<file path="config.mk">
export PLATFORM = sky130hd
export DESIGN_NAME = foc_ctrl_top
export DESIGN_NICKNAME = d
export VERILOG_FILES = /design/src/rtl/foc_pkg.sv /design/src/rtl/foc_sample_if.sv /design/src/rtl/spi_frame_rx.sv /design/src/rtl/sync_fifo.sv /design/src/rtl/foc_cmd_fsm.sv /design/src/rtl/pi_current_ctrl.sv /design/src/rtl/pwm_timer.sv /design/src/rtl/foc_ctrl_top.sv
export SDC_FILE = /design/constraint.sdc
export NUM_CORES = 2
export LEC_CHECK = 0
export BUFFER_PORTS_ARGS = -buffer_cell sky130_fd_sc_hd__buf_2
export CAP_MARGIN = 20
export CORE_MARGIN = 2
export CORE_UTILIZATION = 30
export CTS_BUF_LIST = sky130_fd_sc_hd__clkbuf_8
export DETAILED_ROUTE_END_ITERATION = 10
export GPL_TIMING_DRIVEN = 0
export PLACE_DENSITY = 0.43
export SLEW_MARGIN = 25
export SYNTH_ARGS = -nofsm -noshare
export SYNTH_HDL_FRONTEND = slang
export SYNTH_SLANG_ARGS = --single-unit
export TNS_END_PERCENT = 30
</file>
<file path="constraint.sdc">
create_clock -name clk_sys -period 18.5 [get_ports clk_sys]
set_input_delay 0.925 -clock clk_sys [delete_from_list [all_inputs] [get_ports clk_sys]]
set_output_delay 0.925 -clock clk_sys [all_outputs]
set_load 0.1 [all_outputs]
</file>
<file path="src/rtl/foc_pkg.sv">
`default_nettype none

package foc_pkg;

    // Raw SPI payload
    typedef logic [15:0] word_t;
    typedef logic [7:0] opcode_t;

    // Controller quantities
    typedef logic signed [15:0] curr_t;
    typedef logic signed [15:0] gain_t;

    // Full turn is 65536
    typedef logic [15:0] angle_t;

    // PWM period and duty in clk_sys cycles
    typedef logic [15:0] period_t;

    localparam opcode_t OP_GAINS = 8'h00;
    localparam opcode_t OP_SAMPLE = 8'hff;

    typedef enum logic [3:0] {
        IDLE,
        GAIN_KP,
        GAIN_KI,
        GAIN_PERIOD,
        SMP_MEAS,
        SMP_TARGET,
        SMP_ANGLE,
        WAIT_CTRL
    } cmd_state_t;

endpackage

`default_nettype wire

</file>
<file path="src/rtl/foc_sample_if.sv">
`timescale 1ns/1ps
`default_nettype none

interface foc_sample_if;

    logic start;
    logic integ_clr;
    foc_pkg::curr_t curr_meas;
    foc_pkg::curr_t curr_target;
    foc_pkg::gain_t kp;
    foc_pkg::gain_t ki;
    foc_pkg::period_t period;

    modport cmd (
        output start, integ_clr, curr_meas, curr_target, kp, ki, period
    );

    modport ctrl (
        input start, integ_clr, curr_meas, curr_target, kp, ki, period
    );

endinterface

`default_nettype wire

</file>
<file path="src/rtl/spi_frame_rx.sv">
`timescale 1ns/1ps
`default_nettype none

module spi_frame_rx (
    input  logic             clk_sys,
    input  logic             rstb,
    input  logic             spi_sclk,
    input  logic             spi_cs_n,
    input  logic             spi_mosi,
    output logic             op_push,
    output foc_pkg::opcode_t op_data,
    output logic             word_push,
    output foc_pkg::word_t   word_data
);

    logic [1:0] sclk_sync;
    logic [1:0] cs_sync;
    logic [1:0] mosi_sync;
    logic       sclk_d;
    logic       sclk_rise;
    logic       cs_active;
    logic [3:0] bit_cnt;
    logic       in_word;
    logic [14:0] shreg;

    ////////////////////
    // Pin synchronizers
    ////////////////////
    always_ff @(posedge clk_sys or negedge rstb) begin
        if (!rstb) begin
            sclk_sync <= 2'b00;
            cs_sync   <= 2'b11;
            mosi_sync <= 2'b00;
            sclk_d    <= 1'b0;
        end else begin
            sclk_sync <= {sclk_sync[0], spi_sclk};
            cs_sync   <= {cs_sync[0], spi_cs_n};
            mosi_sync <= {mosi_sync[0], spi_mosi};
            sclk_d    <= sclk_sync[1];
        end
    end

    assign sclk_rise = sclk_sync[1] & ~sclk_d;
    assign cs_active = ~cs_sync[1];

    ////////////////////
    // Bit counting
    ////////////////////
    always_ff @(posedge clk_sys or negedge rstb) begin
        if (!rstb) begin
            bit_cnt   <= 4'd0;
            in_word   <= 1'b0;
            op_push   <= 1'b0;
            word_push <= 1'b0;
        end else begin
            op_push   <= 1'b0;
            word_push <= 1'b0;
            if (!cs_active) begin
                // Partial fields are dropped here
                bit_cnt <= 4'd0;
                in_word <= 1'b0;
            end else if (sclk_rise) begin
                if (!in_word && bit_cnt == 4'd7) begin
                    op_push <= 1'b1;
                    in_word <= 1'b1;
                    bit_cnt <= 4'd0;
                end else if (in_word && bit_cnt == 4'd15) begin
                    word_push <= 1'b1;
                    bit_cnt   <= 4'd0;
                end else begin
                    bit_cnt <= bit_cnt + 4'd1;
                end
            end
        end
    end

    // MSB first shift path
    always_ff @(posedge clk_sys) begin
        if (cs_active && sclk_rise) begin
            shreg <= {shreg[13:0], mosi_sync[1]};
            if (!in_word && bit_cnt == 4'd7) begin
                op_data <= {shreg[6:0], mosi_sync[1]};
            end
            if (in_word && bit_cnt == 4'd15) begin
                word_data <= {shreg[14:0], mosi_sync[1]};
            end
        end
    end

endmodule

`default_nettype wire

</file>
<file path="src/rtl/sync_fifo.sv">
`timescale 1ns/1ps
`default_nettype none

module sync_fifo #(
    parameter int unsigned WIDTH      = 8,
    parameter int unsigned FIFO_DEPTH = 8
) (
    input  logic             clk_sys,
    input  logic             rstb,
    input  logic             push,
    input  logic [WIDTH-1:0] wdata,
    input  logic             pop,
    output logic [WIDTH-1:0] rdata,
    output logic             full,
    output logic             empty
);

    localparam int unsigned ADDR_W = (FIFO_DEPTH > 1) ? $clog2(FIFO_DEPTH) : 1;
    localparam int unsigned CNT_W  = $clog2(FIFO_DEPTH + 1);

    logic [WIDTH-1:0]  mem [FIFO_DEPTH];
    logic [ADDR_W-1:0] wr_ptr;
    logic [ADDR_W-1:0] rd_ptr;
    logic [CNT_W-1:0]  count;
    logic              do_push;
    logic              do_pop;

    assign full    = (count == CNT_W'(FIFO_DEPTH));
    assign empty   = (count == '0);
    assign do_push = push & ~full;
    assign do_pop  = pop & ~empty;

    // Head entry is visible while not empty
    assign rdata = mem[rd_ptr];

    always_ff @(posedge clk_sys) begin
        if (do_push) begin
            mem[wr_ptr] <= wdata;
        end
    end

    always_ff @(posedge clk_sys or negedge rstb) begin
        if (!rstb) begin
            wr_ptr <= '0;
            rd_ptr <= '0;
            count  <= '0;
        end else begin
            if (do_push) begin
                wr_ptr <= (wr_ptr == ADDR_W'(FIFO_DEPTH - 1)) ? '0 : wr_ptr + 1'b1;
            end
            if (do_pop) begin
                rd_ptr <= (rd_ptr == ADDR_W'(FIFO_DEPTH - 1)) ? '0 : rd_ptr + 1'b1;
            end
            if (do_push && !do_pop) begin
                count <= count + 1'b1;
            end else if (do_pop && !do_push) begin
                count <= count - 1'b1;
            end
        end
    end

endmodule

`default_nettype wire

</file>
<file path="src/rtl/foc_cmd_fsm.sv">
`timescale 1ns/1ps
`default_nettype none

module foc_cmd_fsm (
    input  logic               clk_sys,
    input  logic               rstb,
    input  logic               op_empty,
    input  foc_pkg::opcode_t   op_data,
    input  logic               word_empty,
    input  foc_pkg::word_t     word_data,
    input  logic               done,
    output logic               op_pop,
    output logic               word_pop,
    output foc_pkg::angle_t    angle,
    output logic               ready,
    foc_sample_if.cmd          smp
);

    foc_pkg::cmd_state_t state;
    logic                in_data;

    // Data states consume one word each
    always_comb begin
        case (state)
            foc_pkg::GAIN_KP,
            foc_pkg::GAIN_KI,
            foc_pkg::GAIN_PERIOD,
            foc_pkg::SMP_MEAS,
            foc_pkg::SMP_TARGET,
            foc_pkg::SMP_ANGLE: in_data = 1'b1;
            default:            in_data = 1'b0;
        endcase
    end

    assign op_pop   = (state == foc_pkg::IDLE) & ~op_empty;
    assign word_pop = in_data & ~word_empty;

    ////////////////////
    // Frame unpacking
    ////////////////////
    always_ff @(posedge clk_sys or negedge rstb) begin
        if (!rstb) begin
            state           <= foc_pkg::IDLE;
            ready           <= 1'b1;
            angle           <= '0;
            smp.start       <= 1'b0;
            smp.integ_clr   <= 1'b0;
            smp.curr_meas   <= '0;
            smp.curr_target <= '0;
            smp.kp          <= '0;
            smp.ki          <= '0;
            smp.period      <= '0;
        end else begin
            smp.start     <= 1'b0;
            smp.integ_clr <= 1'b0;
            case (state)
                foc_pkg::IDLE: begin
                    if (!op_empty) begin
                        if (op_data == foc_pkg::OP_GAINS) begin
                            state <= foc_pkg::GAIN_KP;
                        end else if (op_data == foc_pkg::OP_SAMPLE) begin
                            ready <= 1'b0;
                            state <= foc_pkg::SMP_MEAS;
                        end
                    end
                end
                foc_pkg::GAIN_KP: begin
                    if (!word_empty) begin
                        smp.kp <= word_data;
                        state  <= foc_pkg::GAIN_KI;
                    end
                end
                foc_pkg::GAIN_KI: begin
                    if (!word_empty) begin
                        smp.ki <= word_data;
                        state  <= foc_pkg::GAIN_PERIOD;
                    end
                end
                foc_pkg::GAIN_PERIOD: begin
                    if (!word_empty) begin
                        smp.period    <= word_data;
                        // New gains restart the integrator
                        smp.integ_clr <= 1'b1;
                        state         <= foc_pkg::IDLE;
                    end
                end
                foc_pkg::SMP_MEAS: begin
                    if (!word_empty) begin
                        smp.curr_meas <= word_data;
                        state         <= foc_pkg::SMP_TARGET;
                    end
                end
                foc_pkg::SMP_TARGET: begin
                    if (!word_empty) begin
                        smp.curr_target <= word_data;
                        state           <= foc_pkg::SMP_ANGLE;
                    end
                end
                foc_pkg::SMP_ANGLE: begin
                    if (!word_empty) begin
                        angle     <= word_data;
                        smp.start <= 1'b1;
                        state     <= foc_pkg::WAIT_CTRL;
                    end
                end
                foc_pkg::WAIT_CTRL: begin
                    if (done) begin
                        ready <= 1'b1;
                        state <= foc_pkg::IDLE;
                    end
                end
                default: begin
                    ready <= 1'b1;
                    state <= foc_pkg::IDLE;
                end
            endcase
        end
    end

endmodule

`default_nettype wire

</file>
<file path="src/rtl/pi_current_ctrl.sv">
`timescale 1ns/1ps
`default_nettype none

module pi_current_ctrl #(
    parameter int unsigned Q_BITS = 8
) (
    input  logic              clk_sys,
    input  logic              rstb,
    foc_sample_if.ctrl        smp,
    output foc_pkg::period_t  duty,
    output logic              done
);

    logic signed [16:0] err_d;
    logic signed [17:0] integ_sum;
    foc_pkg::curr_t     integ_next;
    logic signed [16:0] err_q;
    foc_pkg::curr_t     integ_q;
    logic               valid_q;
    logic signed [32:0] prod_p;
    logic signed [31:0] prod_i;
    logic signed [33:0] acc;
    logic signed [33:0] scaled;
    logic signed [33:0] period_ext;
    foc_pkg::period_t   duty_next;

    ////////////////////
    // Stage 1
    ////////////////////
    assign err_d     = smp.curr_target - smp.curr_meas;
    assign integ_sum = integ_q + err_d;

    always_comb begin
        if (integ_sum > 18'sd32767) begin
            integ_next = 16'sh7fff;
        end else if (integ_sum < -18'sd32768) begin
            integ_next = 16'sh8000;
        end else begin
            integ_next = integ_sum[15:0];
        end
    end

    ////////////////////
    // Stage 2
    ////////////////////
    assign prod_p     = smp.kp * err_q;
    assign prod_i     = smp.ki * integ_q;
    assign acc        = prod_p + prod_i;
    assign scaled     = acc >>> Q_BITS;
    assign period_ext = $signed({18'd0, smp.period});

    // Duty stays inside one PWM period
    always_comb begin
        if (scaled < 34'sd0) begin
            duty_next = '0;
        end else if (scaled > period_ext) begin
            duty_next = smp.period;
        end else begin
            duty_next = scaled[15:0];
        end
    end

    always_ff @(posedge clk_sys) begin
        if (smp.start) begin
            err_q <= err_d;
        end
    end

    always_ff @(posedge clk_sys or negedge rstb) begin
        if (!rstb) begin
            integ_q <= '0;
            valid_q <= 1'b0;
            duty    <= '0;
            done    <= 1'b0;
        end else begin
            valid_q <= smp.start;
            done    <= valid_q;
            if (smp.integ_clr) begin
                integ_q <= '0;
            end else if (smp.start) begin
                integ_q <= integ_next;
            end
            if (valid_q) begin
                duty <= duty_next;
            end
        end
    end

endmodule

`default_nettype wire

</file>
<file path="src/rtl/pwm_timer.sv">
`timescale 1ns/1ps
`default_nettype none

module pwm_timer (
    input  logic             clk_sys,
    input  logic             rstb,
    input  foc_pkg::period_t period,
    input  foc_pkg::period_t duty,
    input  foc_pkg::angle_t  angle,
    input  logic             load,
    output logic             pwm_a,
    output logic             pwm_b,
    output logic             pwm_c
);

    foc_pkg::period_t cnt;
    foc_pkg::period_t pend_period;
    foc_pkg::period_t pend_duty;
    logic [2:0]       pend_sel;
    logic             pend_valid;
    foc_pkg::period_t sh_period;
    foc_pkg::period_t sh_duty;
    logic [2:0]       sh_sel;
    logic [2:0]       angle_sel;
    logic             idle;
    logic             wrap;
    logic             active;

    // One-hot phase from the angle, thirds of a turn
    always_comb begin
        if (angle < 16'd21845) begin
            angle_sel = 3'b001;
        end else if (angle < 16'd43690) begin
            angle_sel = 3'b010;
        end else begin
            angle_sel = 3'b100;
        end
    end

    assign idle = (sh_period == '0);
    assign wrap = ~idle & (cnt == sh_period - 16'd1);

    always_ff @(posedge clk_sys or negedge rstb) begin
        if (!rstb) begin
            cnt         <= '0;
            pend_period <= '0;
            pend_duty   <= '0;
            pend_sel    <= 3'b000;
            pend_valid  <= 1'b0;
            sh_period   <= '0;
            sh_duty     <= '0;
            sh_sel      <= 3'b000;
        end else begin
            if (idle || wrap) begin
                cnt <= '0;
            end else begin
                cnt <= cnt + 16'd1;
            end
            // Shadow update only at a period boundary
            if ((idle || wrap) && pend_valid) begin
                sh_period  <= pend_period;
                sh_duty    <= pend_duty;
                sh_sel     <= pend_sel;
                pend_valid <= 1'b0;
            end
            if (load) begin
                pend_period <= period;
                pend_duty   <= duty;
                pend_sel    <= angle_sel;
                pend_valid  <= 1'b1;
            end
        end
    end

    assign active = (cnt < sh_duty);
    assign pwm_a  = sh_sel[0] & active;
    assign pwm_b  = sh_sel[1] & active;
    assign pwm_c  = sh_sel[2] & active;

endmodule

`default_nettype wire

</file>
<file path="src/rtl/foc_ctrl_top.sv">
`timescale 1ns/1ps
`default_nettype none

module foc_ctrl_top #(
    parameter int unsigned Q_BITS     = 8,
    parameter int unsigned FIFO_DEPTH = 8
) (
    input  logic clk_sys,
    input  logic rstb,
    input  logic spi_sclk,
    input  logic spi_cs_n,
    input  logic spi_mosi,
    output logic full_spi,
    output logic pwm_a,
    output logic pwm_b,
    output logic pwm_c,
    output logic ready
);

    logic             op_push;
    foc_pkg::opcode_t op_wdata;
    logic             word_push;
    foc_pkg::word_t   word_wdata;
    logic             op_pop;
    foc_pkg::opcode_t op_rdata;
    logic             op_full;
    logic             op_empty;
    logic             word_pop;
    foc_pkg::word_t   word_rdata;
    logic             word_full;
    logic             word_empty;
    foc_pkg::angle_t  angle;
    foc_pkg::period_t duty;
    logic             done;

    foc_sample_if i_smp ();

    assign full_spi = op_full | word_full;

    ////////////////////
    // SPI ingress
    ////////////////////
    spi_frame_rx i_spi_frame_rx (
        .clk_sys   (clk_sys),
        .rstb      (rstb),
        .spi_sclk  (spi_sclk),
        .spi_cs_n  (spi_cs_n),
        .spi_mosi  (spi_mosi),
        .op_push   (op_push),
        .op_data   (op_wdata),
        .word_push (word_push),
        .word_data (word_wdata)
    );

    sync_fifo #(.WIDTH(8), .FIFO_DEPTH(FIFO_DEPTH)) i_op_fifo (
        .clk_sys (clk_sys),
        .rstb    (rstb),
        .push    (op_push),
        .wdata   (op_wdata),
        .pop     (op_pop),
        .rdata   (op_rdata),
        .full    (op_full),
        .empty   (op_empty)
    );

    sync_fifo #(.WIDTH(16), .FIFO_DEPTH(FIFO_DEPTH)) i_word_fifo (
        .clk_sys (clk_sys),
        .rstb    (rstb),
        .push    (word_push),
        .wdata   (word_wdata),
        .pop     (word_pop),
        .rdata   (word_rdata),
        .full    (word_full),
        .empty   (word_empty)
    );

    ////////////////////
    // Control path
    ////////////////////
    foc_cmd_fsm i_cmd_fsm (
        .clk_sys    (clk_sys),
        .rstb       (rstb),
        .op_empty   (op_empty),
        .op_data    (op_rdata),
        .word_empty (word_empty),
        .word_data  (word_rdata),
        .done       (done),
        .op_pop     (op_pop),
        .word_pop   (word_pop),
        .angle      (angle),
        .ready      (ready),
        .smp        (i_smp.cmd)
    );

    pi_current_ctrl #(.Q_BITS(Q_BITS)) i_pi_ctrl (
        .clk_sys (clk_sys),
        .rstb    (rstb),
        .smp     (i_smp.ctrl),
        .duty    (duty),
        .done    (done)
    );

    pwm_timer i_pwm_timer (
        .clk_sys (clk_sys),
        .rstb    (rstb),
        .period  (i_smp.period),
        .duty    (duty),
        .angle   (angle),
        .load    (done),
        .pwm_a   (pwm_a),
        .pwm_b   (pwm_b),
        .pwm_c   (pwm_c)
    );

endmodule

`default_nettype wire

</file>
Yosys cells after proc, flatten, opt, wreduce, memory -nomap -nowiden:

Memories as Yosys holds them, arrays and structs flattened.
Index checks and enable logic that the tools add are counted.

* reduce and logical (&&, ||, !) cells: 37
* equality and inequality tests: 28
* multiply operators: 2
* $lt $le $gt $ge: 7
* multiplexer cells: 57
* bitwise gates (word level): 20
* add/subtract/negate cells: 14

Operators by type and width (number)
* two-way mux 16 bit: 7
* two-way mux 4 bit: 18
* adder 33 x 32 -> 34 bit: 1
* multiplier 16 x 17 -> 33 bit: 1
* multiplier 16 x 16 -> 32 bit: 1
* one-hot mux 4 bit (8 select lines): 1
* > comparator 26 x 17 -> 1 bit: 1
* < comparator 26 x 1 -> 1 bit, second input constant: 1
* two-way mux 1 bit: 24
* == test 4 x 3 -> 1 bit, second input constant: 5
* adder 16 x 17 -> 18 bit: 1
* > comparator 18 x 16 -> 1 bit, second input constant: 1
* < comparator 18 x 16 -> 1 bit, second input constant: 1
* two-way mux 3 bit: 6
* inequality test 2 bit, second input constant: 9
* AND reduction 2 bit: 9
* subtractor 16 x 16 -> 17 bit: 1
* adder 16 x 1 -> 16 bit, second input constant: 1
* == test 16 bit: 1
* logical NOT 16 bit: 1
* < comparator 16 x 15 -> 1 bit, second input constant: 1
* < comparator 16 bit: 1
* < comparator 16 bit, second input constant: 1
* subtractor 16 x 1 -> 16 bit, second input constant: 1
* 23 further kinds: 70

* register bits: 314
* output and inout bits: 5
* input port bits: 5
* memories: 2
* RAM bits: 192
* logic and storage cells: 207

Memory list
* i_word_fifo.mem: depth 8, width 16, read ports 1, clocked after memory_dff 0, wr ports 1, RTL line sync_fifo.sv:21 `logic [WIDTH-1:0] mem [FIFO_DEPTH];`
* i_op_fifo.mem: depth 8, width 8, read ports 1, clocked after memory_dff 0, wr ports 1, RTL line sync_fifo.sv:21

Depth between registers and ports, before layout:

* depth in word-level cells: 8
* depth in mapped cells: 40
* mapped depth without buffers: 37

By module:

Synthesis repeated with hierarchy kept, for this count alone.

* cell total of the unflattened synthesis: 3674
* area, all modules: 43384.1 sq um

Modules (own cells, without submodules)
* pi_current_ctrl: seq. area each 1361.3 sq um, instances 1, area each 24255.8 sq um, cells an instance 2549
* sync_fifo at i_word_fifo: seq. area each 4093.9 sq um, instances 1, area each 5595.4 sq um, cells an instance 253
* pwm_timer: seq. area each 2177.1 sq um, instances 1, area each 4570.6 sq um, cells an instance 385
* foc_cmd_fsm: seq. area each 2553.7 sq um, instances 1, area each 4108.9 sq um, cells an instance 248
* sync_fifo at i_op_fifo: seq. area each 2172.1 sq um, instances 1, area each 3133.0 sq um, cells an instance 157
* spi_frame_rx: seq. area each 1524.0 sq um, instances 1, area each 1714.1 sq um, cells an instance 81
* foc_ctrl_top: seq. area each 0.0 sq um, instances 1, area each 6.3 sq um, cells an instance 1

Least setup slack after synthesis:

No wires, ideal clock.

* path type: register -> register
* from: reg i_cmd_fsm.smp.ki[15]
* to: reg i_pi_ctrl.duty[10]
* data arrival time: 8.815 ns
* stages on the path, launching flop included: 36
* slack: 9.544 ns
* setup time: 0.141 ns
* required time: 18.359 ns
* clock period less this slack: 8.956 ns
* buffers on the path: 3
* cells stage by stage: dfrtp_1 > clkbuf_1 > nand2_1 > fa_1 > fa_1 > fa_1 > inv_1 > fa_1 > fa_1 > fa_1 > fa_1 > inv_1 > fa_1 > inv_1 > ha_1 > clkbuf_1 > and4_1 > nor2b_1 > o211ai_1 > nand2_1 > and2_1 > o21a_1 > nor2_1 > xnor2_1 > ha_1 > a21o_1 > a21oi_1 > nor2b_1 > o21ai_0 > nand2b_1 > a211o_1 > a221oi_1 > nand3_2 > buf_4 > mux2i_1 > o22ai_1

* cells in the longest elaborated chain, start to end: 5
* elaborated cells between the ends (all ways): 6
* those cells by class: add/sub (1); mul (1); order compare (2); mux (2)

RTL lines
* from (decl): RTL line foc_sample_if.sv:15 `output start, integ_clr, curr_meas, curr_target, kp, ki, period`
* from (signal assigned): RTL line foc_cmd_fsm.sv:75 `smp.ki <= word_data;`
* multiplier 16 x 16 -> 32 bit (*): RTL line pi_current_ctrl.sv:47 `assign prod_i = smp.ki * integ_q;`
* adder 33 x 32 -> 34 bit (*): RTL line pi_current_ctrl.sv:48 `assign acc = prod_p + prod_i;`
* > comparator 26 x 17 -> 1 bit: RTL line pi_current_ctrl.sv:56 `end else if (scaled > period_ext) begin`
* two-way mux 16 bit: RTL line pi_current_ctrl.sv:56
* two-way mux 16 bit (*): RTL line pi_current_ctrl.sv:54 `if (scaled < 34'sd0) begin`
* to (signal assigned): RTL line pi_current_ctrl.sv:84 `duty <= duty_next;`
* to (decl): RTL line pi_current_ctrl.sv:10 `output foc_pkg::period_t duty,`

Mark *: on every way between the ends. The rest lies on a longest branch, timed or not.
A chain may end at the register's enable or synchronous reset.

Final worst setup path:

* from: reg i_pi_ctrl.integ_q[0]
* to: reg i_pi_ctrl.duty[12]

* cells in the longest elaborated chain, start to end: 5
* elaborated cells between the ends (all ways): 6
* those cells by class: add/sub (1); mul (1); order compare (2); mux (2)

RTL lines
* from (decl): RTL line pi_current_ctrl.sv:18 `foc_pkg::curr_t integ_q;`
* from (signal assigned): RTL line pi_current_ctrl.sv:81 `integ_q <= integ_next;`
* multiplier 16 x 16 -> 32 bit (*): RTL line pi_current_ctrl.sv:47
* adder 33 x 32 -> 34 bit (*): RTL line pi_current_ctrl.sv:48
* > comparator 26 x 17 -> 1 bit: RTL line pi_current_ctrl.sv:56
* two-way mux 16 bit: RTL line pi_current_ctrl.sv:56
* two-way mux 16 bit (*): RTL line pi_current_ctrl.sv:54

Marked as above.

==> summary.txt <==
Finish
  – Largest register FFs: 128
  – Top flop regs: i_word_fifo.mem x128, i_op_fifo.mem x64, i_pi_ctrl.err_q x17
  – Final Net Count: 4776
  – Layout area overhead: 10.76%
  – Fraction of final layout cells with drive strength greater than 1: 8.663%
  – Reg with most FFs: i_word_fifo.mem

Run status
  – Status: complete, no violations

GRT
  – Largest net degree at the start of global routing: 80
  – M3 GR Usage: 2.447%
  – Number of global-route vias before repair: 29690
  – Grt peak-use layer: met2
  – Grt met2 use: 28.81%
  – Initial antenna violation count: 12
  – Met1 Usage GRT: 23.13%
  – Gr usage total: 17.22%
  – First-pass GRT wire length: 188500 um
  – Total gr overflow: 0

Yosys
  – Synth async-reset ratio: 50.89%
  – Post-synthesis sequential area ratio: 32.47%
  – Synth cell types: 73
  – Mapped cell area: 0.04275 mm2
  – Syn_area_per_cell: 11.23 um2
  – Synth Register Bits: 505
  – Cells after Synth: 3806
  – Yosys warns: 0
  – Post-synth EDFFs: 248
  – Synth Flop Type: dfrtp_1
  – Net Count, Synth: 4653

STA
  – Final min period: 10.93 ns
  – Setup violators final: 0
  – TNS Setup: 0 ns
  – Fin crit share: 59.06%
  – Slew margin rel.: 27.83%
  – Final WS setup: 7.575 ns
  – Unrepaired setup endpoints after global routing: no
  – Maximum clock frequency: 91.53 MHz
  – Hold Vio Cnt, Final: 0
  – Fin. max-slew vios: 0
  – Max Clock Skew: 0.03828 ns
  – Worst-Margin Slew: 1.071 ns

Pwr
  – Sequential power share: 25.8%
  – Leakage Power: 21.58 nW
  – Internal: 2.994 mW
  – Clock power frac: 20.1%
  – Switching Share: 41.13%
  – Net switching power: 2.092 mW
  – Peak supply drop: 0.0004291 V
  – Gate power share: 54.2%
  – Power density cells: 107.4 mW/mm2

Die
  – Starting density of the core: 30.20%
  – I/O pin cnt: 10
  – Site row count: 138
  – Core area: 0.1416 mm2
  – Vert. Die Dim: 381.5 um
  – Die width: 381.5 um
  – Die footprint: 0.1456 mm2

Drt
  – DRC: 0
  – First-pass DRT Iterations: 5
  – Vias per inst: 4.524
  – Initial drt markers: 1403
  – DRT antenna net count: 0
  – WL/cell: 20.64 um
  – Vias: 26630
  – WL final: 121500 um

Run
  – Max capacitance violation total: 0

Placement
  – HPWL after detailed placement: 98930 um
  – # port buffers: 9
  – GPL Wtd Cong: 0.8876
  – Pre-CTS WS: 7.467 ns

Setup path
  – Data arrival, critical path: 11.47 ns
  – Critical path's slowest cell: fa_1
  – Reg2reg end: i_pi_ctrl.duty[12]$_DFFE_PN0P_
  – RR Startpoint: i_pi_ctrl.integ_q[0]$_DFFE_PN0P_
  – CP startpoint kind: flop
  – CP peak stage delay: 0.76 ns
  – WP data required: 19.04 ns
  – Crit path from: i_pi_ctrl.integ_q[0]$_DFFE_PN0P_
  – WS Path Type: flop to flop
  – CP most frequent cell: fa_1
  – Worst R2R Path Depth: 35
  – CP max FO: 15
  – Crit end category: flop
  – R2R Setup Slk: 7.57 ns

CTS
  – H-tree levels: 3
  – CTS tree: built
  – Clock sinks: 505
  – Clock Latency Late Sink: 0.68 ns
  – CTS max path bufs: 3
  – Root Buffer: clkbuf_8
  – Post-CTS Resized: 0
  – Hold-fix buffers, CTS: 0
  – Post-CTS Setup Inserts: 0
  – Number of buffers created by CTS: 85
  – Clock transition at path regs: 0.06 ns

Hold path
  – Worst hold path type: input port to async pin
-- layer usage --
layer  part of all wire [%]  routed length (um)  vias to the layer above
li1                       -                   -                    12310
met1                     45               54990                    13740
met2                     48               58050                      424
met3                    3.9                4697                      158
met4                    3.1                3776                        0
met5                      0                   0                        -
-- layout make-up --
cell class,count,area (um2)
tap,1890,2365
fill,14480,94230
multi-input combinational,2412,25630
clock inverter,59,441.7
antenna,3,7.507
timing repair buffer,36,341.6
sequential,505,13880
clock buffer,93,1280
buffer,130,556.8
inverter,759,2849
-- cells by family after synthesis --
kind of cell               Yosys count  synth area share [%]
muxes                              173                 5.926
adders and majority gates          842                 35.32
DFF                                505                 32.47
buffers and inverters              889                 7.957
AOI/OAI and AO/OA                  351                 5.271
and+or+nand+nor                    950                 11.09
xor gates and xnor gates            96                 1.967
-- critical path: cells and delay by family (launching register included) --
kind,cells,cell delay (ns)
AO/OA/AOI/OAI,8,1.52
XOR/XNOR,1,0.26
adder cells (fa/ha/maj),10,4.96
buffers and inverters,6,1.26
flip-flops,1,0.60
multiplexers,1,0.23
AND/OR/NAND/NOR,9,1.95
-- how the worst max path moves through the flow --
stage / endpoint / slack, ns / cells after the start
after floorplan: i_pi_ctrl.duty[10]$_DFFE_PN0P_ / 9.54 / 35
after global placement: i_pi_ctrl.duty[10]$_DFFE_PN0P_ / 7.39 / 35
after detailed placement: i_pi_ctrl.duty[11]$_DFFE_PN0P_ / 7.47 / 35
after CTS: i_pi_ctrl.duty[11]$_DFFE_PN0P_ / 7.42 / 35
after global routing: i_pi_ctrl.duty[12]$_DFFE_PN0P_ / 6.80 / 35
final: i_pi_ctrl.duty[12]$_DFFE_PN0P_ / 7.57 / 35
-- layout by cell type (no fill, tap or decap), drive strengths merged, types with 43 or more instances in the layout --
cell	n
a21oi	96
and2	302
buf	51
clkbuf	208
dfrtp	254
edfxtp	248
fa	608
ha	234
inv	781
mux2	77
mux2i	48
mux4	48
nand2	309
nor2	151
nor3	43
o21ai	95
xnor2	67
-- through the flow --
stage / area (um2) / hold slack (ns) / instances / total power [mW] / utilization [%]
6_report: 47360 / 0.1884 / 5887 / 5.086 / 33.45
5_1_grt: 47350 / 0.1788 / 5885 / 5.513 / 33.44
4_1_cts: 47350 / 0.1551 / 5884 / 5.174 / 33.44
3_5_place_dp: 45630 / 0.3381 / 5732 / 4.112 / 32.22
3_3_place_gp: 45160 / 0.3364 / 5705 / 4.115 / 31.90
2_1_floorplan: 42750 / 0.3312 / 3806 / 3.481 / -
-- Yosys cell counts, drive strengths merged (77+ instances only) --
cell | number | area share (%)
fa | 608 | 28
mux2 | 77 | 2.3
nand2 | 309 | 2.7
ha | 234 | 6.8
and2 | 302 | 4.4
clkbuf | 114 | 1.0
edfxtp | 248 | 17
inv | 759 | 6.7
a21oi | 96 | 1.1
o21ai | 95 | 1.1
dfrtp | 254 | 15
nor2 | 151 | 1.3
-- power groups by stage --
stage	Clock [mW]	Combinational [mW]	Sequential [mW]
after floorplan	0	2.18	1.30
after global placement	0	2.78	1.33
after CTS	1.06	2.81	1.31
after global routing	1.10	3.09	1.32
final	1.02	2.75	1.31
after detailed placement	0	2.78	1.33
Note: power is estimated with default switching activity, not from simulation.
